`src/rtl/dino_pkg.sv`:
```
package dino_pkg;

    // game controller states
    typedef enum logic [2:0] {
        IDLE = 3'd0,
        RUN  = 3'd1,
        OVER = 3'd2,
        WIN  = 3'd3
    } game_state_t;

    // dino motion state, y measured up from the ground line
    typedef struct packed {
        logic [7:0]        y;
        logic signed [7:0] v;
        logic              airborne;
    } dino_t;

    typedef struct packed {
        logic [8:0] x;
        logic [5:0] height;
    } cactus_t;

    // playfield geometry
    localparam logic [8:0] SCREEN_W = 9'd320;
    localparam logic [8:0] DINO_X   = 9'd40;
    localparam logic [8:0] DINO_W   = 9'd16;
    localparam logic [8:0] CACTUS_W = 9'd12;

    // pixels per frame tick
    localparam logic [8:0] CACTUS_SPEED = 9'd8;

    // jump physics
    localparam logic signed [7:0] JUMP_V  = 8'sd14;
    localparam logic signed [7:0] GRAVITY = 8'sd2;

    // cactus height = HEIGHT_MIN + HEIGHT_STEP * lfsr[1:0]
    localparam logic [5:0] HEIGHT_MIN  = 6'd10;
    localparam logic [5:0] HEIGHT_STEP = 6'd6;

    // x^8 + x^6 + x^5 + x^4 + 1, fibonacci form
    localparam logic [7:0] LFSR_SEED = 8'hA5;
    localparam logic [7:0] LFSR_TAPS = 8'hB8;

    // two bcd digits, tens in the upper nibble
    localparam logic [7:0] WIN_SCORE = 8'h20;

endpackage

```
`src/rtl/button_sync.sv`:
```
`timescale 1ns/100ps

module button_sync (
    input  logic clk,
    input  logic rst,
    input  logic up,
    output logic press,
    output logic held
);

    logic sync0;
    logic sync1;
    logic sync1_d;

    always_ff @(posedge clk, negedge rst) begin
        if (!rst) begin
            sync0   <= 1'b0;
            sync1   <= 1'b0;
            sync1_d <= 1'b0;
        end else begin
            sync0   <= up;
            sync1   <= sync0;
            sync1_d <= sync1;
        end
    end

    assign held  = sync1;
    // all terms come from flops, one cycle wide
    assign press = sync1 & ~sync1_d;

endmodule

```
`src/rtl/game_fsm.sv`:
```
`timescale 1ns/100ps

module game_fsm import dino_pkg::*; (
    input  logic        clk,
    input  logic        rst,
    input  logic        press,
    input  logic        collides,
    input  logic        win,
    output game_state_t state
);

    game_state_t state_next;

    always_comb begin
        state_next = state;
        case (state)
            IDLE: begin
                if (press) state_next = RUN;
            end
            RUN: begin
                // reaching the score beats a hit in the same cycle
                if (win) begin
                    state_next = WIN;
                end else if (collides) begin
                    state_next = OVER;
                end
            end
            OVER, WIN: begin
                if (press) state_next = IDLE;
            end
            default: state_next = IDLE;
        endcase
    end

    always_ff @(posedge clk, negedge rst) begin
        if (!rst) begin
            state <= IDLE;
        end else begin
            state <= state_next;
        end
    end

    a_state_legal: assert property (@(posedge clk) disable iff (!rst)
        state inside {IDLE, RUN, OVER, WIN});

    a_win_from_run: assert property (@(posedge clk) disable iff (!rst)
        (state == WIN && $past(state) != WIN) |-> $past(state) == RUN);

endmodule

```
`src/rtl/dino_jump.sv`:
```
`timescale 1ns/100ps

module dino_jump import dino_pkg::*; (
    input  logic        clk,
    input  logic        rst,
    input  game_state_t state,
    input  logic        tick,
    input  logic        held,
    output dino_t       dino
);

    // height after this tick, wide enough to see a drop below ground
    logic signed [9:0] y_sum;

    assign y_sum = $signed({2'b00, dino.y}) + $signed({{2{dino.v[7]}}, dino.v});

    always_ff @(posedge clk, negedge rst) begin
        if (!rst) begin
            dino <= '0;
        end else if (state == IDLE) begin
            // standing on the ground, at rest
            dino <= '0;
        end else if (state == RUN && tick) begin
            if (!dino.airborne) begin
                if (held) begin
                    dino.v        <= JUMP_V;
                    dino.airborne <= 1'b1;
                end
            end else if (y_sum < 0) begin
                // landing
                dino.y        <= 8'd0;
                dino.v        <= 8'sd0;
                dino.airborne <= 1'b0;
            end else begin
                dino.y <= y_sum[7:0];
                dino.v <= dino.v - GRAVITY;
            end
        end
        // over and win keep the last position
    end

    a_y_needs_air: assert property (@(posedge clk) disable iff (!rst)
        dino.y != 8'd0 |-> dino.airborne);

endmodule

```
`src/rtl/cactus_move.sv`:
```
`timescale 1ns/100ps

module cactus_move import dino_pkg::*; (
    input  logic        clk,
    input  logic        rst,
    input  game_state_t state,
    input  logic        tick,
    output cactus_t     cactus,
    output logic        passed
);

    logic [7:0] lfsr;
    logic [7:0] lfsr_next;

    // shift left with feedback into bit 0
    assign lfsr_next = {lfsr[6:0], ^(lfsr & LFSR_TAPS)};

    function automatic logic [5:0] height_of(input logic [7:0] r);
        return HEIGHT_MIN + HEIGHT_STEP * {4'd0, r[1:0]};
    endfunction

    always_ff @(posedge clk, negedge rst) begin
        if (!rst) begin
            lfsr          <= LFSR_SEED;
            cactus.x      <= SCREEN_W;
            cactus.height <= height_of(LFSR_SEED);
            passed        <= 1'b0;
        end else begin
            passed <= 1'b0;
            case (state)
                IDLE: begin
                    // park at the right edge while the lfsr carries over between games
                    cactus.x      <= SCREEN_W;
                    cactus.height <= height_of(lfsr);
                end
                RUN: begin
                    if (tick) begin
                        if (cactus.x < CACTUS_SPEED) begin
                            // respawn with a new height once off the left edge
                            cactus.x      <= SCREEN_W;
                            cactus.height <= height_of(lfsr_next);
                            lfsr          <= lfsr_next;
                            passed        <= 1'b1;
                        end else begin
                            cactus.x <= cactus.x - CACTUS_SPEED;
                        end
                    end
                end
                default: begin
                    // frozen while the end screen is up
                    cactus <= cactus;
                end
            endcase
        end
    end

    // the all-zero lfsr state would lock up
    a_lfsr_alive: assert property (@(posedge clk) disable iff (!rst)
        lfsr != 8'd0);

endmodule

```
`src/rtl/collision_detector.sv`:
```
`timescale 1ns/100ps

module collision_detector import dino_pkg::*; (
    input  logic        clk,
    input  logic        rst,
    input  dino_t       dino,
    input  cactus_t     cactus,
    input  game_state_t state,
    output logic        collides
);

    logic x_overlap;
    logic y_overlap;

    // half-open ranges, touching edges do not count
    assign x_overlap = (DINO_X < cactus.x + CACTUS_W) && (cactus.x < DINO_X + DINO_W);
    assign y_overlap = dino.y < {2'b00, cactus.height};

    always_ff @(posedge clk, negedge rst) begin
        if (!rst) begin
            collides <= 1'b0;
        end else begin
            collides <= (state == RUN) && x_overlap && y_overlap;
        end
    end

    // one cycle of lag after the fsm leaves run is expected
    a_quiet_outside_run: assert property (@(posedge clk) disable iff (!rst)
        (state != RUN && $past(state) != RUN) |-> !collides);

endmodule

```
`src/rtl/score_counter.sv`:
```
`timescale 1ns/100ps

module score_counter import dino_pkg::*; (
    input  logic        clk,
    input  logic        rst,
    input  game_state_t state,
    input  logic        passed,
    input  logic        press,
    output logic [3:0]  bcd_ones,
    output logic [3:0]  bcd_tens,
    output logic        win
);

    always_ff @(posedge clk, negedge rst) begin
        if (!rst) begin
            bcd_ones <= 4'd0;
            bcd_tens <= 4'd0;
        end else if (state == IDLE && press) begin
            // new game starting
            bcd_ones <= 4'd0;
            bcd_tens <= 4'd0;
        end else if (state == RUN && passed) begin
            if (bcd_ones == 4'd9) begin
                bcd_ones <= 4'd0;
                bcd_tens <= (bcd_tens == 4'd9) ? 4'd0 : bcd_tens + 4'd1;
            end else begin
                bcd_ones <= bcd_ones + 4'd1;
            end
        end
    end

    assign win = {bcd_tens, bcd_ones} == WIN_SCORE;

    a_digits_bcd: assert property (@(posedge clk) disable iff (!rst)
        bcd_ones <= 4'd9 && bcd_tens <= 4'd9);

endmodule

```
`src/rtl/seg_decoder.sv`:
```
`timescale 1ns/100ps

module seg_decoder (
    input  logic [3:0] bcd,
    output logic [6:0] seg
);

    // seg[6:0] is g f e d c b a
    always_comb begin
        case (bcd)
            4'd0:    seg = 7'h3F;
            4'd1:    seg = 7'h06;
            4'd2:    seg = 7'h5B;
            4'd3:    seg = 7'h4F;
            4'd4:    seg = 7'h66;
            4'd5:    seg = 7'h6D;
            4'd6:    seg = 7'h7D;
            4'd7:    seg = 7'h07;
            4'd8:    seg = 7'h7F;
            4'd9:    seg = 7'h6F;
            // blank for non-bcd codes
            default: seg = 7'h00;
        endcase
    end

endmodule

```
`src/rtl/dino_game.sv`:
```
`timescale 1ns/100ps

module dino_game import dino_pkg::*; (
    input  logic        clk,
    input  logic        rst,
    input  logic        up,
    input  logic        tick,
    output game_state_t state,
    output dino_t       dino,
    output cactus_t     cactus,
    output logic        collides,
    output logic [6:0]  ones_seg,
    output logic [6:0]  tens_seg
);

    logic       press;
    logic       held;
    logic       passed;
    logic       win;
    logic [3:0] bcd_ones;
    logic [3:0] bcd_tens;

    button_sync i_button_sync (
        .clk   (clk),
        .rst   (rst),
        .up    (up),
        .press (press),
        .held  (held)
    );

    game_fsm i_game_fsm (
        .clk      (clk),
        .rst      (rst),
        .press    (press),
        .collides (collides),
        .win      (win),
        .state    (state)
    );

    dino_jump i_dino_jump (
        .clk   (clk),
        .rst   (rst),
        .state (state),
        .tick  (tick),
        .held  (held),
        .dino  (dino)
    );

    cactus_move i_cactus_move (
        .clk    (clk),
        .rst    (rst),
        .state  (state),
        .tick   (tick),
        .cactus (cactus),
        .passed (passed)
    );

    collision_detector i_collision_detector (
        .clk      (clk),
        .rst      (rst),
        .dino     (dino),
        .cactus   (cactus),
        .state    (state),
        .collides (collides)
    );

    score_counter i_score_counter (
        .clk      (clk),
        .rst      (rst),
        .state    (state),
        .passed   (passed),
        .press    (press),
        .bcd_ones (bcd_ones),
        .bcd_tens (bcd_tens),
        .win      (win)
    );

    seg_decoder i_ones_seg (
        .bcd (bcd_ones),
        .seg (ones_seg)
    );

    seg_decoder i_tens_seg (
        .bcd (bcd_tens),
        .seg (tens_seg)
    );

endmodule

```
`config.mk`:
```
export PLATFORM = sky130hd
export DESIGN_NAME = dino_game
export DESIGN_NICKNAME = d
export VERILOG_FILES = /design/src/rtl/dino_pkg.sv /design/src/rtl/button_sync.sv /design/src/rtl/game_fsm.sv /design/src/rtl/dino_jump.sv /design/src/rtl/cactus_move.sv /design/src/rtl/collision_detector.sv /design/src/rtl/score_counter.sv /design/src/rtl/seg_decoder.sv /design/src/rtl/dino_game.sv
export SDC_FILE = /design/constraint.sdc
export NUM_CORES = 1
export LEC_CHECK = 0
export ABC_CLOCK_PERIOD_IN_PS = 2120
export BUFFER_PORTS_ARGS = -buffer_cell sky130_fd_sc_hd__buf_2
export CAP_MARGIN = 20
export CORE_MARGIN = 10
export CORE_UTILIZATION = 50
export CTS_CLUSTER_SIZE = 14
export DETAILED_ROUTE_END_ITERATION = 16
export GPL_ROUTABILITY_DRIVEN = 0
export HOLD_SLACK_MARGIN = 0.06
export PLACE_DENSITY = 0.75
export RECOVER_POWER = 25
export SYNTH_ARGS = -nofsm -noshare
export SYNTH_HDL_FRONTEND = slang
export SYNTH_SLANG_ARGS = --single-unit
```
`constraint.sdc`:
```
create_clock -name clk -period 2.12 [get_ports clk]
set_input_delay 0.636 -clock clk [delete_from_list [all_inputs] [get_ports clk]]
set_output_delay 0.636 -clock clk [all_outputs]
set_load 0.03 [all_outputs]
```
# == Yosys cells after proc, flatten, opt, wreduce, memory -nomap -nowiden ==
# Memory sizes are Yosys's and may differ from the RTL's.
# Cells that the tools add are included.
# totals
out_inout_bits,50
mem_bits_ro,224
n_memories,2
register_bits,56
inputBits,4
wordCells,92
# memory_table
name,depth,width,read_ports,rd_ports_with_merged_regs,wr,line,rtl
(name not given),16,7,1,0,0,seg_decoder.sv:10,case (bcd)
(name not given),16,7,1,0,0,seg_decoder.sv:10,
# classes
bitwise_logic,2
eq_ne,11
n_lt_le_gt_ge,5
reduce_logical,22
mul,2
n_addsub,8
mux,26
# ops
op,count
$mux 17,2
$pmux 15 s2,1
$mux 4,7
$mux 9,3
$mux 16,1
$mux 15,1
$add 4x5->6 const A,2
$mux 3,4
$add 9x8->10,1
$lt 10x1->1 const B,1
$reduce_bool 2->1,5
$add 9x4->9 const B,1
$lt 6x9->1 const A,1
$lt 9x4->1 const B,1
$lt 9x6->1 const B,1
$pmux 3 s3,1
$reduce_and 3->1,3
$sub 9x4->9 const B,1
$add 4x1->4 const B,2
$eq 4x4->1 const B,2
$eq 8x6->1 const B,1
$lt 8x6->1,1
$mul 2x2->4 const A,2
$mux 8,1
other kinds (16),30

# == Logic depth before layout (Yosys ltp) ==
# depth
ltp_word,6
depth_mapped,10
mapped_depth_nobuf,10

# == Cells and area by module ==
# Synthesis repeated with hierarchy kept, for this count alone.
# unflattened
cells_unflattened,382
hier_area_um2,3662.3
# by_module_without_submodules
mod,area_per_inst_um2,n_inst,cells_each,seq_area_each_um2
dino_jump,1148.6,1,123,400.4
cactus_move,1067.3,1,101,509.2
score_counter,546.8,1,56,200.2
seg_decoder,219.0,2,28,0.0
collision_detector,275.3,1,33,25.0
game_fsm,97.6,1,9,50.0
button_sync,88.8,1,4,75.1

# == Worst setup path before layout ==
# Ideal clock, no wire load.
# synth_path
path_type,register -> register
startpoint,register i_dino_jump.dino[3] (netlist name)
endpoint,register i_dino_jump.dino[12] (netlist name)
setup_ns,0.074
setup_slack_ns,-0.131
stages_incl_launch_ff,9
synth_period_minus_slack_ns,2.251
arrival_ns,2.177
t_required_ns,2.046
path_buffers,1
cell_sequence,dfrtp_1 > ha_1 > a211o_1 > a21oi_4 > o21ai_4 > xor2_4 > or2_1 > buf_6 > o21ai_2
# synth_between
elab_chain_len,6
# synth_rtl
element,line,rtl
$add 9x8->10 (*),dino_jump.sv:15,"assign y_sum = $signed({2'b00, dino.y}) + $signed({{2{dino.v[7]}}, dino.v});"
$lt 10x1->1,dino_jump.sv:29,end else if (y_sum < 0) begin
$mux 16 (*),dino_jump.sv:29,
$mux 8 (*),dino_jump.sv:24,if (!dino.airborne) begin
$mux 17 (*),dino_jump.sv:23,end else if (state == RUN && tick) begin
$mux 17 (*),dino_jump.sv:20,end else if (state == IDLE) begin
# Every way passes the cells marked *; elsewhere a longest branch is shown, timed or not. The select of a mux whose other input is x is not followed.
# A chain may end at the register's enable or synchronous reset.

# == Worst setup path after layout ==
# layout_path
startpoint,register i_score_counter.bcd_tens[1]
endpoint,output tens_seg[5]
# layout_between
elab_chain_len,1
# layout_rtl
element,line,rtl
from (decl),score_counter.sv:10,"output logic [3:0] bcd_tens,"
from (signal assigned),score_counter.sv:25,bcd_tens <= (bcd_tens == 4'd9) ? 4'd0 : bcd_tens + 4'd1;
$mem_v2 16x7,--,
to (decl),dino_game.sv:13,output logic [6:0] tens_seg
# No other way between the ends.

==> results.json <==
{
  "power.leakage_nw": 2.058,
  "rsz0062_at_grt": "yes",
  "drt_iter0_drc": 124,
  "ir_drop_uv": 920.7,
  "drtPass1Iterations": 4,
  "fin_ws_ns": -0.01338,
  "clock_sinks": 50,
  "cts.clk_slew.worst_paths_ns": 0.09,
  "synthArstFlopShare_pct": 100.0,
  "worstHoldPathCells": 0,
  "hold_end": "i_button_sync.held",
  "wl_microns": 8138,
  "avgSynthCellArea_sq_um": 8.979,
  "dp.cells": 510,
  "synth_top_area_share_pct": 32.04,
  "min_from": "i_button_sync.sync0",
  "io_pins": 54,
  "syn_inst": 374,
  "cts_root_buf": "clkbuf_8",
  "synth_seq_cells": 50,
  "end_kind": "primary output",
  "dieHeight_microns": 102.0,
  "grt_max_degree": 33,
  "dieArea_sq_mm": 0.01039,
  "post-place-ws_ns": 0.04042,
  "worstReg2RegStart": "i_dino_jump.dino[3]",
  "grt_overflow": 0,
  "portBuffers": 47,
  "synth_top_cell_by_area": "dfrtp_1",
  "top_usage_layer": "met2",
  "critPathRequiredTime_ns": 1.48,
  "dieWidth_microns": 102.0,
  "area_growth_syn_to_layout_pct": 23.51,
  "cp-startpoint": "i_score_counter.bcd_tens[1]",
  "fin_skew_ns": 0.008610,
  "vias": 2950,
  "outcome": "complete, but fails checks",
  "tightest_slew_ns": 1.181,
  "synth.distinct_cells": 50,
  "wire_per_inst_microns": 15.30,
  "maxCapViolCount": 0,
  "hold_class": "reg -> reg",
  "start_util_pct": 52.29,
  "slew_violations": 0,
  "place_area_sq_mm": 0.003821,
  "cp.buffers_inverters": 3,
  "cp_slowest_stage_delay_ns": 0.41,
  "synth.area.top_cells": "dfrtp_1 (32%), ha_1 (13%), nand2_1 (6.0%)",
  "fin_crit_sh_pct": 100.6,
  "grt_pass1_wl_microns": 13050,
  "drive_above_1_share_pct": 30.62,
  "routed_via_density": 5.545,
  "cts_buffer_depth": 2,
  "fillers": 548,
  "met2_usage_pct": 26.24,
  "crit_path_frequent_cell": "inv_2",
  "dp_hpwl_microns": 6124,
  "worstSetupPathType": "reg -> out",
  "max_freq_mhz": 468.7,
  "cts_made_buffers": 5,
  "whs_ns": 0.3590,
  "clock_latency_ns": 0.31,
  "r2r-end": "i_dino_jump.dino[5]",
  "final_area_sq_mm": 0.004148,
  "antenna_found_initial": 1,
  "max_slew_margin_pct": 21.24,
  "path_cells": "inv_2, ha_4, inv_2, o21a_1, o22ai_1, buf_4",
  "p_per_area_mw_per_mm2": 1219,
  "core_area_sq_mm": 0.006422,
  "slowest_stage": "dfrtp_1",
  "row_count": 29,
  "synth_ff_type": "dfrtp_1",
  "synthesis.area_sq_mm": 0.003358,
  "critPathLaunchType": "flop",
  "timing.setup.tns_ns": -0.01368,
  "period_needed_ns": 2.133,
  "use_met3_pct": 3.441,
  "violations": "negative setup slack",
  "post_layout_nonfiller_instances": 532,
  "drc_errors": 0,
  "holdBufCountCts": 0,
  "use_met1_pct": 19.02,
  "hold_violations": 0,
  "crit_arrival_ns": 1.50,
  "ant_nets": 0,
  "crit_fanout": 5,
  "synth_edf_count": 0,
  "finalSetupViolations": 2,
  "grt_pass1_vias": 2781,
  "reg2regPathDepth": 8,
  "cts_max_level": 2,
  "r2r_slack_ns": 0.08,
  "tritoncts": "built",
  "grt.total_usage_pct": 15.41,
  "fin_nets": 493,
  "ys_seq_area_share_pct": 37.52,
  "cpLargestDelayFamily": "flip-flops",
  "synth_warnings": 0
}
==> power breakdown <==
group	switching (mW)	internal (mW)
Clock	0.327	0.236
Combinational	1.83	1.16
Sequential	0.296	1.21
==> cells in the final DEF, fill, tap and decap left out, types with 5 or more instances in the layout <==
master    count
nor3_1       10
dfstp_2       7
dfrtp_1      34
a22o_1        5
o21ai_2       7
xnor2_1       6
nor2_1       23
buf_2        32
nand3_1       5
clkbuf_8      5
ha_1         28
buf_6         5
xor2_1        7
dfrtp_2       9
nand2_1      54
o22ai_1       5
a21o_1        7
conb_1        6
nor2b_1       8
o31ai_1       7
a21oi_1      16
o21ai_0      24
o21ai_1       7
inv_1        20
nand2b_1      9
buf_4        45
==> timing repair <==
item,in CTS,in global routing
buffers inserted,5,8
resized for setup,21,31
setup endpoints to repair,12,23
pin swaps,3,5
==> through the flow <==
stage                     utilization, %  total power, mW
after detailed placement           59.50            4.253
final                              64.58            5.055
after global placement             59.50            4.175
after floorplan                        -            3.391
after CTS                          62.01            4.918
after global routing               64.58            5.452
==> state kept, by name (all words and copies together) (netlist names) <==
name,count
i_game_fsm.state,2
i_button_sync.sync0,1
i_dino_jump.dino,16
i_collision_detector.collides,1
i_button_sync.sync1_d,1
i_score_counter.bcd_ones,4
i_cactus_move.cactus,11
i_cactus_move.passed,1
i_cactus_move.lfsr,8
i_score_counter.bcd_tens,4
i_button_sync.held,1
==> worst max path at each step <==
stage	slack, ns	depth (start not counted)	endpoint
after floorplan	0.004	8	i_dino_jump.dino[12]
after global placement	0.08	7	i_cactus_move.cactus[14]
after detailed placement	0.04	7	i_dino_jump.dino[14]
after CTS	0.0002	5	tens_seg[2]
after global routing	-0.08	5	ones_seg[5]
final	-0.01	6	tens_seg[5]
==> kinds of logic after synthesis <==
family	Yosys count	share of synthesized area [%]
XOR/XNOR	16	4.732
AND/OR/NAND/NOR	126	17.66
multiplexers	4	1.230
buffers and inverters	42	5.700
other	1	0.1117
flip-flops	50	37.52
adder cells (fa/ha/maj)	36	13.41
AO/OA/AOI/OAI	99	19.63
==> worst reg2reg max path: stages (launching register included) <==
cell	delay, ns
dfrtp_2	0.44
ha_4	0.25
a211o_1	0.32
a21oi_4	0.18
o21ai_4	0.09
xor2_4	0.21
nor2_1	0.07
buf_4	0.15
a22o_1	0.22
==> cell type report <==
type | instances | area, sq um | area share [%]
sequential | 50 | 1271 | 30.65
clock buffer | 6 | 72.57 | 1.750
antenna | 1 | 2.502 | 0.06033
clock inverter | 2 | 13.76 | 0.3318
tap | 77 | 96.34 | 2.323
inverter | 25 | 96.34 | 2.323
timing repair buffer | 84 | 578.1 | 13.94
multi-input combinational | 287 | 2017 | 48.63
==> per-layer routing <==
metal  vias to the layer above  part of all wire, %
li1                       1444                    -
met1                      1417                   43
met2                        76                   49
met3                        13                  5.8
met4                         0                  1.9
met5                         -                    0
==> Yosys cell counts, types with 3 or more instances <==
cell type,instances
xnor2_1,7
ha_1,36
dfstp_2,7
nand2_1,54
mux2i_1,3
dfrtp_1,43
o21ai_2,6
a21oi_1,17
nor2_1,23
buf_4,6
inv_1,25
a22o_1,5
nor3_1,10
a22oi_1,3
a31oi_1,3
o31ai_1,7
buf_2,3
a21o_1,7
nor4_1,3
nand2b_1,9
or3_1,3
o21ai_0,32
clkbuf_1,6
xor2_1,8
nand3_1,5
nor2b_1,8
o22ai_1,6
Note: power is estimated with default switching activity, not from simulation.
